$ cat src/logic/aluPkg.sv
`default_nettype none

package aluPkg;

    // Data path width of the whole unit
    localparam int WordWidth = 32;

    // Operand and result word
    typedef logic [WordWidth-1:0] word_t;

    // Rotate distance from the low bits of operand B
    typedef logic [$clog2(WordWidth)-1:0] shamt_t;

    // Function codes, anything not listed is illegal
    typedef enum logic [5:0] {
        FnAdd  = 6'd0,
        FnSub  = 6'd1,
        FnMul  = 6'd2,
        FnSqrt = 6'd3,
        FnDiv  = 6'd4,
        FnMod  = 6'd5,
        FnShl  = 6'd6,
        FnShr  = 6'd7,
        FnRotl = 6'd8,
        FnRotr = 6'd9,
        FnEq   = 6'd16,
        FnNe   = 6'd17,
        FnGt   = 6'd18,
        FnGe   = 6'd19,
        FnLt   = 6'd20,
        FnLe   = 6'd21,
        FnNot  = 6'd24,
        FnAnd  = 6'd25,
        FnOr   = 6'd26,
        FnXor  = 6'd27,
        FnXnor = 6'd28
    } funcCode_t;

endpackage

`default_nettype wire
$ cat src/logic/alu.sv
`default_nettype none

module alu (
    input  wire                    Schreibsignal,
    input  wire                    i_rst,
    input  wire                    i_start,
    input  wire aluPkg::funcCode_t i_funcCode,
    input  wire aluPkg::word_t     i_opA,
    input  wire aluPkg::word_t     i_opB,
    output aluPkg::word_t          o_result,
    output logic                   o_done,
    output logic                   o_busy,
    output logic                   o_illegal
);

    import aluPkg::*;

    typedef enum logic {
        StIdle,
        StWait
    } state_t;

    state_t    state;
    funcCode_t runCode;

    word_t     simpleResult;
    logic      simpleIllegal;
    word_t     rotResult;

    logic      accept;
    logic      isRotate;
    logic      isDivide;
    logic      isSqrt;

    logic      divStart;
    logic      divDone;
    word_t     quotient;
    word_t     remainder;
    logic      sqrtStart;
    logic      sqrtDone;
    word_t     root;

    assign accept   = i_start && (state == StIdle);
    assign isRotate = (i_funcCode == FnRotl) || (i_funcCode == FnRotr);
    assign isDivide = (i_funcCode == FnDiv) || (i_funcCode == FnMod);
    assign isSqrt   = (i_funcCode == FnSqrt);

    // Iterative units latch the operands on the accepting edge
    assign divStart  = accept && isDivide;
    assign sqrtStart = accept && isSqrt;

    simpleOps u_simpleOps (
        .i_funcCode (i_funcCode),
        .i_opA      (i_opA),
        .i_opB      (i_opB),
        .o_result   (simpleResult),
        .o_illegal  (simpleIllegal)
    );

    rotator #(
        .Width (aluPkg::WordWidth)
    ) u_rotator (
        .i_data   (i_opA),
        .i_amount (i_opB[$bits(shamt_t)-1:0]),
        .i_right  (i_funcCode == FnRotr),
        .o_data   (rotResult)
    );

    intDivider #(
        .Width (aluPkg::WordWidth)
    ) u_intDivider (
        .Schreibsignal (Schreibsignal),
        .i_rst         (i_rst),
        .i_start       (divStart),
        .i_dividend    (i_opA),
        .i_divisor     (i_opB),
        .o_quotient    (quotient),
        .o_remainder   (remainder),
        .o_done        (divDone)
    );

    intSqrt #(
        .Width (aluPkg::WordWidth)
    ) u_intSqrt (
        .Schreibsignal (Schreibsignal),
        .i_rst         (i_rst),
        .i_start       (sqrtStart),
        .i_radicand    (i_opA),
        .o_root        (root),
        .o_done        (sqrtDone)
    );

    always_ff @(posedge Schreibsignal) begin
        if (i_rst) begin
            state     <= StIdle;
            runCode   <= FnAdd;
            o_result  <= '0;
            o_done    <= 1'b0;
            o_busy    <= 1'b0;
            o_illegal <= 1'b0;
        end else begin
            o_done <= 1'b0;
            case (state)
                StIdle: begin
                    if (i_start) begin
                        runCode <= i_funcCode;
                        if (isDivide || isSqrt) begin
                            state  <= StWait;
                            o_busy <= 1'b1;
                        end else begin
                            // One-cycle codes and illegal codes finish here
                            o_result  <= isRotate ? rotResult : simpleResult;
                            o_illegal <= simpleIllegal;
                            o_done    <= 1'b1;
                        end
                    end
                end
                StWait: begin
                    if (divDone || sqrtDone) begin
                        state     <= StIdle;
                        o_busy    <= 1'b0;
                        o_done    <= 1'b1;
                        o_illegal <= 1'b0;
                        case (runCode)
                            FnSqrt:  o_result <= root;
                            FnMod:   o_result <= remainder;
                            default: o_result <= quotient;
                        endcase
                    end
                end
                default: begin
                    state <= StIdle;
                end
            endcase
        end
    end

    // busy drops on the same edge that raises done
    doneNotBusy: assert property (
        @(posedge Schreibsignal) disable iff (i_rst)
        o_done |-> !o_busy
    );

    acceptNotBusy: assert property (
        @(posedge Schreibsignal) disable iff (i_rst)
        accept |-> !o_busy
    );

    doneOneCycle: assert property (
        @(posedge Schreibsignal) disable iff (i_rst)
        o_done |=> !o_done
    );

endmodule

`default_nettype wire

$ cat src/logic/intSqrt.sv
`default_nettype none

module intSqrt #(
    parameter int Width = 32
) (
    input  wire                Schreibsignal,
    input  wire                i_rst,
    input  wire                i_start,
    input  wire aluPkg::word_t i_radicand,
    output aluPkg::word_t      o_root,
    output logic               o_done
);

    localparam int RootWidth  = Width / 2;
    localparam int RemWidth   = RootWidth + 3;
    localparam int CountWidth = $clog2(RootWidth);

    typedef enum logic [1:0] {
        StIdle,
        StRun,
        StFinish
    } state_t;

    state_t                state;
    logic [CountWidth-1:0] count;
    logic                  lastStep;

    logic [Width-1:0]      radicand;
    logic [RootWidth-1:0]  root;
    logic [RemWidth-1:0]   remainder;
    logic [RemWidth-1:0]   shiftedRem;
    logic [RemWidth-1:0]   trial;
    logic                  fits;

    // Bring down the next two radicand bits, try 4*root+1
    assign shiftedRem = {remainder[RemWidth-3:0], radicand[Width-1 -: 2]};
    assign trial      = {1'b0, root, 2'b01};
    assign fits       = (shiftedRem >= trial);
    assign lastStep   = (count == CountWidth'(RootWidth - 1));

    always_ff @(posedge Schreibsignal) begin
        if (i_rst) begin
            state  <= StIdle;
            count  <= '0;
            o_done <= 1'b0;
        end else begin
            o_done <= 1'b0;
            case (state)
                StIdle: begin
                    if (i_start) begin
                        state <= StRun;
                        count <= '0;
                    end
                end
                StRun: begin
                    count <= count + 1'b1;
                    if (lastStep) begin
                        state  <= StFinish;
                        o_done <= 1'b1;
                    end
                end
                default: begin
                    state <= StIdle;
                end
            endcase
        end
    end

    always_ff @(posedge Schreibsignal) begin
        if (state == StIdle && i_start) begin
            radicand  <= i_radicand[Width-1:0];
            root      <= '0;
            remainder <= '0;
        end else if (state == StRun) begin
            radicand  <= radicand << 2;
            root      <= {root[RootWidth-2:0], fits};
            remainder <= fits ? (shiftedRem - trial) : shiftedRem;
        end
    end

    assign o_root = {{(Width - RootWidth){1'b0}}, root};

    donePulse: assert property (
        @(posedge Schreibsignal) disable iff (i_rst)
        o_done |=> !o_done
    );

endmodule

`default_nettype wire

$ cat src/logic/intDivider.sv
`default_nettype none

module intDivider #(
    parameter int Width = 32
) (
    input  wire                Schreibsignal,
    input  wire                i_rst,
    input  wire                i_start,
    input  wire aluPkg::word_t i_dividend,
    input  wire aluPkg::word_t i_divisor,
    output aluPkg::word_t      o_quotient,
    output aluPkg::word_t      o_remainder,
    output logic               o_done
);

    localparam int CountWidth = $clog2(Width);

    typedef enum logic [1:0] {
        StIdle,
        StRun,
        StFinish
    } state_t;

    state_t                state;
    logic [CountWidth-1:0] count;
    logic                  lastStep;

    logic [Width-1:0]      divisor;
    logic [Width-1:0]      quotient;
    logic [Width-1:0]      remainder;
    logic [Width:0]        partial;
    logic [Width:0]        difference;

    // Next dividend bit enters the partial remainder from the quotient MSB
    assign partial    = {remainder, quotient[Width-1]};
    assign difference = partial - {1'b0, divisor};
    assign lastStep   = (count == CountWidth'(Width - 1));

    always_ff @(posedge Schreibsignal) begin
        if (i_rst) begin
            state  <= StIdle;
            count  <= '0;
            o_done <= 1'b0;
        end else begin
            o_done <= 1'b0;
            case (state)
                StIdle: begin
                    if (i_start) begin
                        state <= StRun;
                        count <= '0;
                    end
                end
                StRun: begin
                    count <= count + 1'b1;
                    if (lastStep) begin
                        state  <= StFinish;
                        o_done <= 1'b1;
                    end
                end
                StFinish: begin
                    state <= StIdle;
                end
                default: begin
                    state <= StIdle;
                end
            endcase
        end
    end

    // One restoring step per cycle.
    // A zero divisor never fails the subtract, so the quotient fills with ones
    // and the remainder ends up holding the dividend
    always_ff @(posedge Schreibsignal) begin
        if (state == StIdle && i_start) begin
            quotient  <= i_dividend[Width-1:0];
            divisor   <= i_divisor[Width-1:0];
            remainder <= '0;
        end else if (state == StRun) begin
            if (!difference[Width]) begin
                remainder <= difference[Width-1:0];
                quotient  <= {quotient[Width-2:0], 1'b1};
            end else begin
                remainder <= partial[Width-1:0];
                quotient  <= {quotient[Width-2:0], 1'b0};
            end
        end
    end

    assign o_quotient  = quotient;
    assign o_remainder = remainder;

    doneInFinish: assert property (
        @(posedge Schreibsignal) disable iff (i_rst)
        o_done |-> state == StFinish
    );

    // The caller waits for done before the next start
    startOnlyWhenIdle: assert property (
        @(posedge Schreibsignal) disable iff (i_rst)
        i_start |-> state == StIdle
    );

endmodule

`default_nettype wire

$ cat src/logic/simpleOps.sv
`default_nettype none

module simpleOps (
    input  wire aluPkg::funcCode_t i_funcCode,
    input  wire aluPkg::word_t     i_opA,
    input  wire aluPkg::word_t     i_opB,
    output aluPkg::word_t          o_result,
    output logic                   o_illegal
);

    import aluPkg::*;

    word_t sum;
    word_t difference;
    word_t product;
    word_t leftShift;
    word_t rightShift;
    logic  shiftTooFar;

    // Arithmetic wraps at the word width
    assign sum        = i_opA + i_opB;
    assign difference = i_opA - i_opB;

    // Only the low word of the product is kept
    assign product = i_opA * i_opB;

    // Whole operand B is the shift amount
    assign shiftTooFar = (i_opB >= word_t'(WordWidth));
    assign leftShift   = shiftTooFar ? '0 : (i_opA << i_opB[$bits(shamt_t)-1:0]);
    assign rightShift  = shiftTooFar ? '0 : (i_opA >> i_opB[$bits(shamt_t)-1:0]);

    always_comb begin
        o_result  = '0;
        o_illegal = 1'b0;
        case (i_funcCode)
            FnAdd: o_result = sum;
            FnSub: o_result = difference;
            FnMul: o_result = product;

            FnShl: o_result = leftShift;
            FnShr: o_result = rightShift;

            // Unsigned compares, result is 0 or 1
            FnEq: o_result = word_t'(i_opA == i_opB);
            FnNe: o_result = word_t'(i_opA != i_opB);
            FnGt: o_result = word_t'(i_opA > i_opB);
            FnGe: o_result = word_t'(i_opA >= i_opB);
            FnLt: o_result = word_t'(i_opA < i_opB);
            FnLe: o_result = word_t'(i_opA <= i_opB);

            FnNot:  o_result = ~i_opA;
            FnAnd:  o_result = i_opA & i_opB;
            FnOr:   o_result = i_opA | i_opB;
            FnXor:  o_result = i_opA ^ i_opB;
            FnXnor: o_result = i_opA ~^ i_opB;

            // Legal, but the result comes from the rotator or an iterative unit
            FnSqrt, FnDiv, FnMod, FnRotl, FnRotr: begin
                o_result = '0;
            end

            // Float branch and unlisted codes
            default: begin
                o_illegal = 1'b1;
            end
        endcase
    end

endmodule

`default_nettype wire

$ cat src/logic/rotator.sv
`default_nettype none

module rotator #(
    parameter int Width = 32
) (
    input  wire aluPkg::word_t  i_data,
    input  wire aluPkg::shamt_t i_amount,
    input  wire                 i_right,
    output aluPkg::word_t       o_data
);

    localparam int DoubleWidth = 2 * Width;

    logic [DoubleWidth-1:0] doubled;
    logic [DoubleWidth-1:0] shifted;
    int                     distance;

    // Distances at or beyond the width wrap around
    assign distance = int'(i_amount) % Width;

    // Two copies side by side, so bits leaving one end show up at the other
    assign doubled = {i_data[Width-1:0], i_data[Width-1:0]};

    always_comb begin
        if (i_right) begin
            shifted = doubled >> distance;
        end else begin
            shifted = doubled << distance;
        end
    end

    // Right rotate lands in the low half, left rotate in the high half
    assign o_data = i_right ? shifted[Width-1:0] : shifted[DoubleWidth-1:Width];

endmodule

`default_nettype wire

$ cat config.mk
export PLATFORM = sky130hd
export DESIGN_NAME = alu
export DESIGN_NICKNAME = d
export VERILOG_FILES = /design/src/logic/aluPkg.sv /design/src/logic/alu.sv /design/src/logic/intSqrt.sv /design/src/logic/intDivider.sv /design/src/logic/simpleOps.sv /design/src/logic/rotator.sv
export SDC_FILE = /design/constraint.sdc
export NUM_CORES = 2
export LEC_CHECK = 0
export BUFFER_PORTS_ARGS = -buffer_cell sky130_fd_sc_hd__buf_2
export CORE_MARGIN = 4
export CORE_UTILIZATION = 50
export CTS_BUF_LIST = sky130_fd_sc_hd__clkbuf_4 sky130_fd_sc_hd__clkbuf_8 sky130_fd_sc_hd__clkbuf_16
export DETAILED_ROUTE_END_ITERATION = 16
export PLACE_DENSITY = 0.7
export SLEW_MARGIN = 0
export SYNTH_ARGS = -nofsm -noshare
export SYNTH_HDL_FRONTEND = slang
export SYNTH_HIERARCHICAL = 1
export SYNTH_SLANG_ARGS = --single-unit
$ cat constraint.sdc
create_clock -name Schreibsignal -period 23.3 [get_ports Schreibsignal]
set_input_delay 3.495 -clock Schreibsignal [delete_from_list [all_inputs] [get_ports Schreibsignal]]
set_output_delay 3.495 -clock Schreibsignal [all_outputs]
set_load 0.05 [all_outputs]
==> flow_summary.yaml <==
synth:
  synth_area_leader_cell: "fa_1"
  synth-adder-area-share_pct: 29.0
  synth_top_family_by_area: "adder cells"
  synthTopCellsByArea: "fa_1 (20%), ha_1 (8.5%), edfxtp_1 (7.2%)"
  async_flop_share_pct: 0
  muxShareOfSynthArea_pct: 8.21
  synth_edf_count: 96
  synthFlopType: "dfxtp_1"
  ys.warnings.count: 6
  syn_area_sq_mm: 0.0402
  syn_area_per_cell_sq_um: 7.98
  synth-seq-cells: 218
  seq_area_frac_synth_pct: 13.2
  synthesis.instances: 5034
  synthXorXnorAreaFrac_pct: 2.88
  synthDominantCellAreaShare_pct: 20.5
  synthSimpleGateAreaFrac_pct: 20.3
  synth_cell_types: 108
  synth_compound_area_share_pct: 17.1
placed_design:
  dp_hpwl_microns: 132000
  port_buffers: 107
  place_inst: 5931
  place.gp.congestion: 1.13
sta:
  tns_ns: 0
  finClkSkew_ns: 0.0320
  fmax_mhz: 85.3
  period_minus_slack_ns: 11.72
  rsz0062_at_grt: "false"
  max_slew_margin_pct: 23.8
  hold_violations: 0
  holdWs_ns: 0.449
  finalMaxSlewViolations: 0
  fin_crit_sh_pct: 50.3
  tightest_slew_ns: 1.14
  setup_viol: 0
floorplan:
  core_sq_mm: 0.0794
  die_w_microns: 292
  ios: 108
  fp-row-count: 103
  fp.dieArea_sq_mm: 0.0850
  initial_core_util_pct: 50.6
  fp.dieH_microns: 292
setup_path:
  critPathRequiredTime_ns: 23.71
  crit_family: "adder cells"
  crit_fanout: 18
  critPathCaptureType: "flop"
  cp.depth: 26
  r2r_cells: 12
  cp.arrival_ns: 12.13
  critPathLaunchType: "input pin"
  cp_slowest_cell: "clkinv_1"
  critPathBufInv: 5
  crit_top_cell: "fa_1"
  slowest_delay_ns: 0.89
  worstSetupPathType: "input pin to flop"
min_path:
  min_path_cells: 2
  holdCritPathClass: "flop to flop"
clock_tree:
  htreeDepth: 1
  post_cts_resize_count: 0
  numClockSinks: 218
  postCtsSetupRepairBufs: 0
  cts_buffers: 26
  clk_path_buf_depth: 3
  insertion_delay_ns: 0.57
  cts_tree: "done"
  cts_hold_buf: 0
  path_clk_slew_ns: 0.07
  clock-root-buffer: "clkbuf_16"
drt:
  drt_iter0_drc: 6030
  via_per_inst: 6.83
  drtPass1Iterations: 7
  vias: 40900
  antenna_left: 0
  route.detailed.drc: 0
  wirelength_microns: 180000
  wl_per_cell_microns: 30.1
cells_and_area:
  nets: 5666
  drive_gt1_share_pct: 9.11
  fin_util_pct: 53.0
  areaGrowthSynthToFinish_pct: 4.59
  layout.cells.non_filler: 5988
global_routing:
  grt_max_degree: 74
  grt_pass1_vias: 39300
  antenna_found_initial: 15
  grt_usage_pct: 40.8
  globalRoute.totalOverflow: 0
  grt_pass1_wl_microns: 261000
run_status:
  status: "finished clean"
flow_run:
  timing.max_cap.violations: 0
[logic make-up (layout without fill, tap and decap cells)]
family          count (synthesis)  count (layout)
compound gates               1027            1027
flops                         218             218
mux                           232             232
buf+inv                       907             787
other cells                     1              25
xor+xnor                      132             132
fa+ha+maj                     684             684
simple gates                 1833            1833
[final cells by class]
type | instances | area (sq um)
Multi-Input combinational cell | 3924 | 31200
Antenna cell | 9 | 22.5
Clock buffer | 29 | 691
Sequential cell | 218 | 5330
Tap cell | 1050 | 1310
Timing Repair Buffer | 201 | 1250
Fill cell | 7666 | 37300
Inverter | 538 | 2020
Clock inverter | 19 | 178
[Yosys cell counts, types with 36 or more instances]
cell type,count
ha_1,273
xnor2_1,102
nand2_1,632
a211oi_1,38
nand4_1,48
o22ai_1,70
clkbuf_1,243
dfxtp_1,122
inv_1,512
nor2_1,604
edfxtp_1,96
nor4_1,73
mux2_2,38
mux4_2,67
buf_2,44
nand3_1,123
fa_1,411
a21o_1,41
o21ai_0,205
nor3_1,159
o211ai_1,75
a21oi_1,240
o21ai_1,36
mux2i_1,101
[sequential cells by signal, summed over array words and instances (netlist names), 2 cells and up]
register / count
u_intSqrt/radicand: 32
u_intSqrt/count: 4
u_intDivider/count: 5
runCode: 6
o_result: 32
u_intSqrt/root: 16
u_intDivider/o_quotient: 32
u_intDivider/o_remainder: 32
u_intSqrt/remainder: 17
u_intSqrt/state: 2
u_intDivider/state: 2
u_intDivider/divisor: 32
[worst register-to-register path: stages, from the launching register on]
cell      delay (ns)
dfxtp_2         0.31
buf_4           0.33
nand2b_1        0.44
or4_1           0.52
nor2_1          0.16
nand2_1         0.06
buf_4           0.26
inv_2           0.09
buf_4           0.68
nor2_2          0.09
buf_4           0.28
inv_1           0.15
buf_4           0.41
[cells in the final DEF (no fill, tap or decap), drive strengths merged, types with 16 or more instances in the layout]
cell	count
nand2	633
nor2	612
inv	526
fa	411
ha	273
a21oi	255
o21ai	244
buf	201
nor3	163
nand3	124
dfxtp	122
xnor2	102
mux2i	101
edfxtp	96
o211ai	88
nor4	74
o22ai	72
mux4	71
mux2	60
nand4	48
a21o	42
a211oi	39
nand2b	34
xor2	30
nor2b	30
clkbuf	29
o311ai	27
clkinv	27
a221oi	26
o31ai	25
or4	23
a31oi	23
or3	21
and3	20
o21bai	18
o221ai	17
o21a	16
conb	16
[metal layers]
| layer | track usage [%] | up-vias | wire [microns] |
|---|---|---|---|
| met3 | 15.0 | 856 | 26400 |
| met4 | 26.4 | 10 | 15500 |
| met1 | 52.0 | 19700 | 65700 |
| met2 | 58.2 | 3223 | 72400 |
| met5 | 1.39 | - | 203 |
| li1 | - | 17100 | - |
[worst paths after layout]
kind	start	endpoint	slack (ns)
worst max-delay path	i_opA[8]	o_result[31]$_SDFFE_PP0P_	11.58
worst min-delay path	o_result[6]$_SDFFE_PP0P_	o_result[6]$_SDFFE_PP0P_	0.45
worst max register to register	state$_SDFF_PP0_	u_intDivider/o_quotient[11]$_DFFE_PP_	19.15
worst min register to register	o_result[6]$_SDFFE_PP0P_	o_result[6]$_SDFFE_PP0P_	0.45
[metrics by stage]
step,setup slack (ns),instance area [sq um]
6_report,11.58,42000
3_5_place_dp,11.38,41100
3_3_place_gp,11.48,41100
4_1_cts,11.92,42000
5_1_grt,11.47,42000
2_1_floorplan,12.08,40300
Power is left out: the tool's default activity adds up to more than one toggle a clock period on the data nets, which glitch-free logic cannot reach.
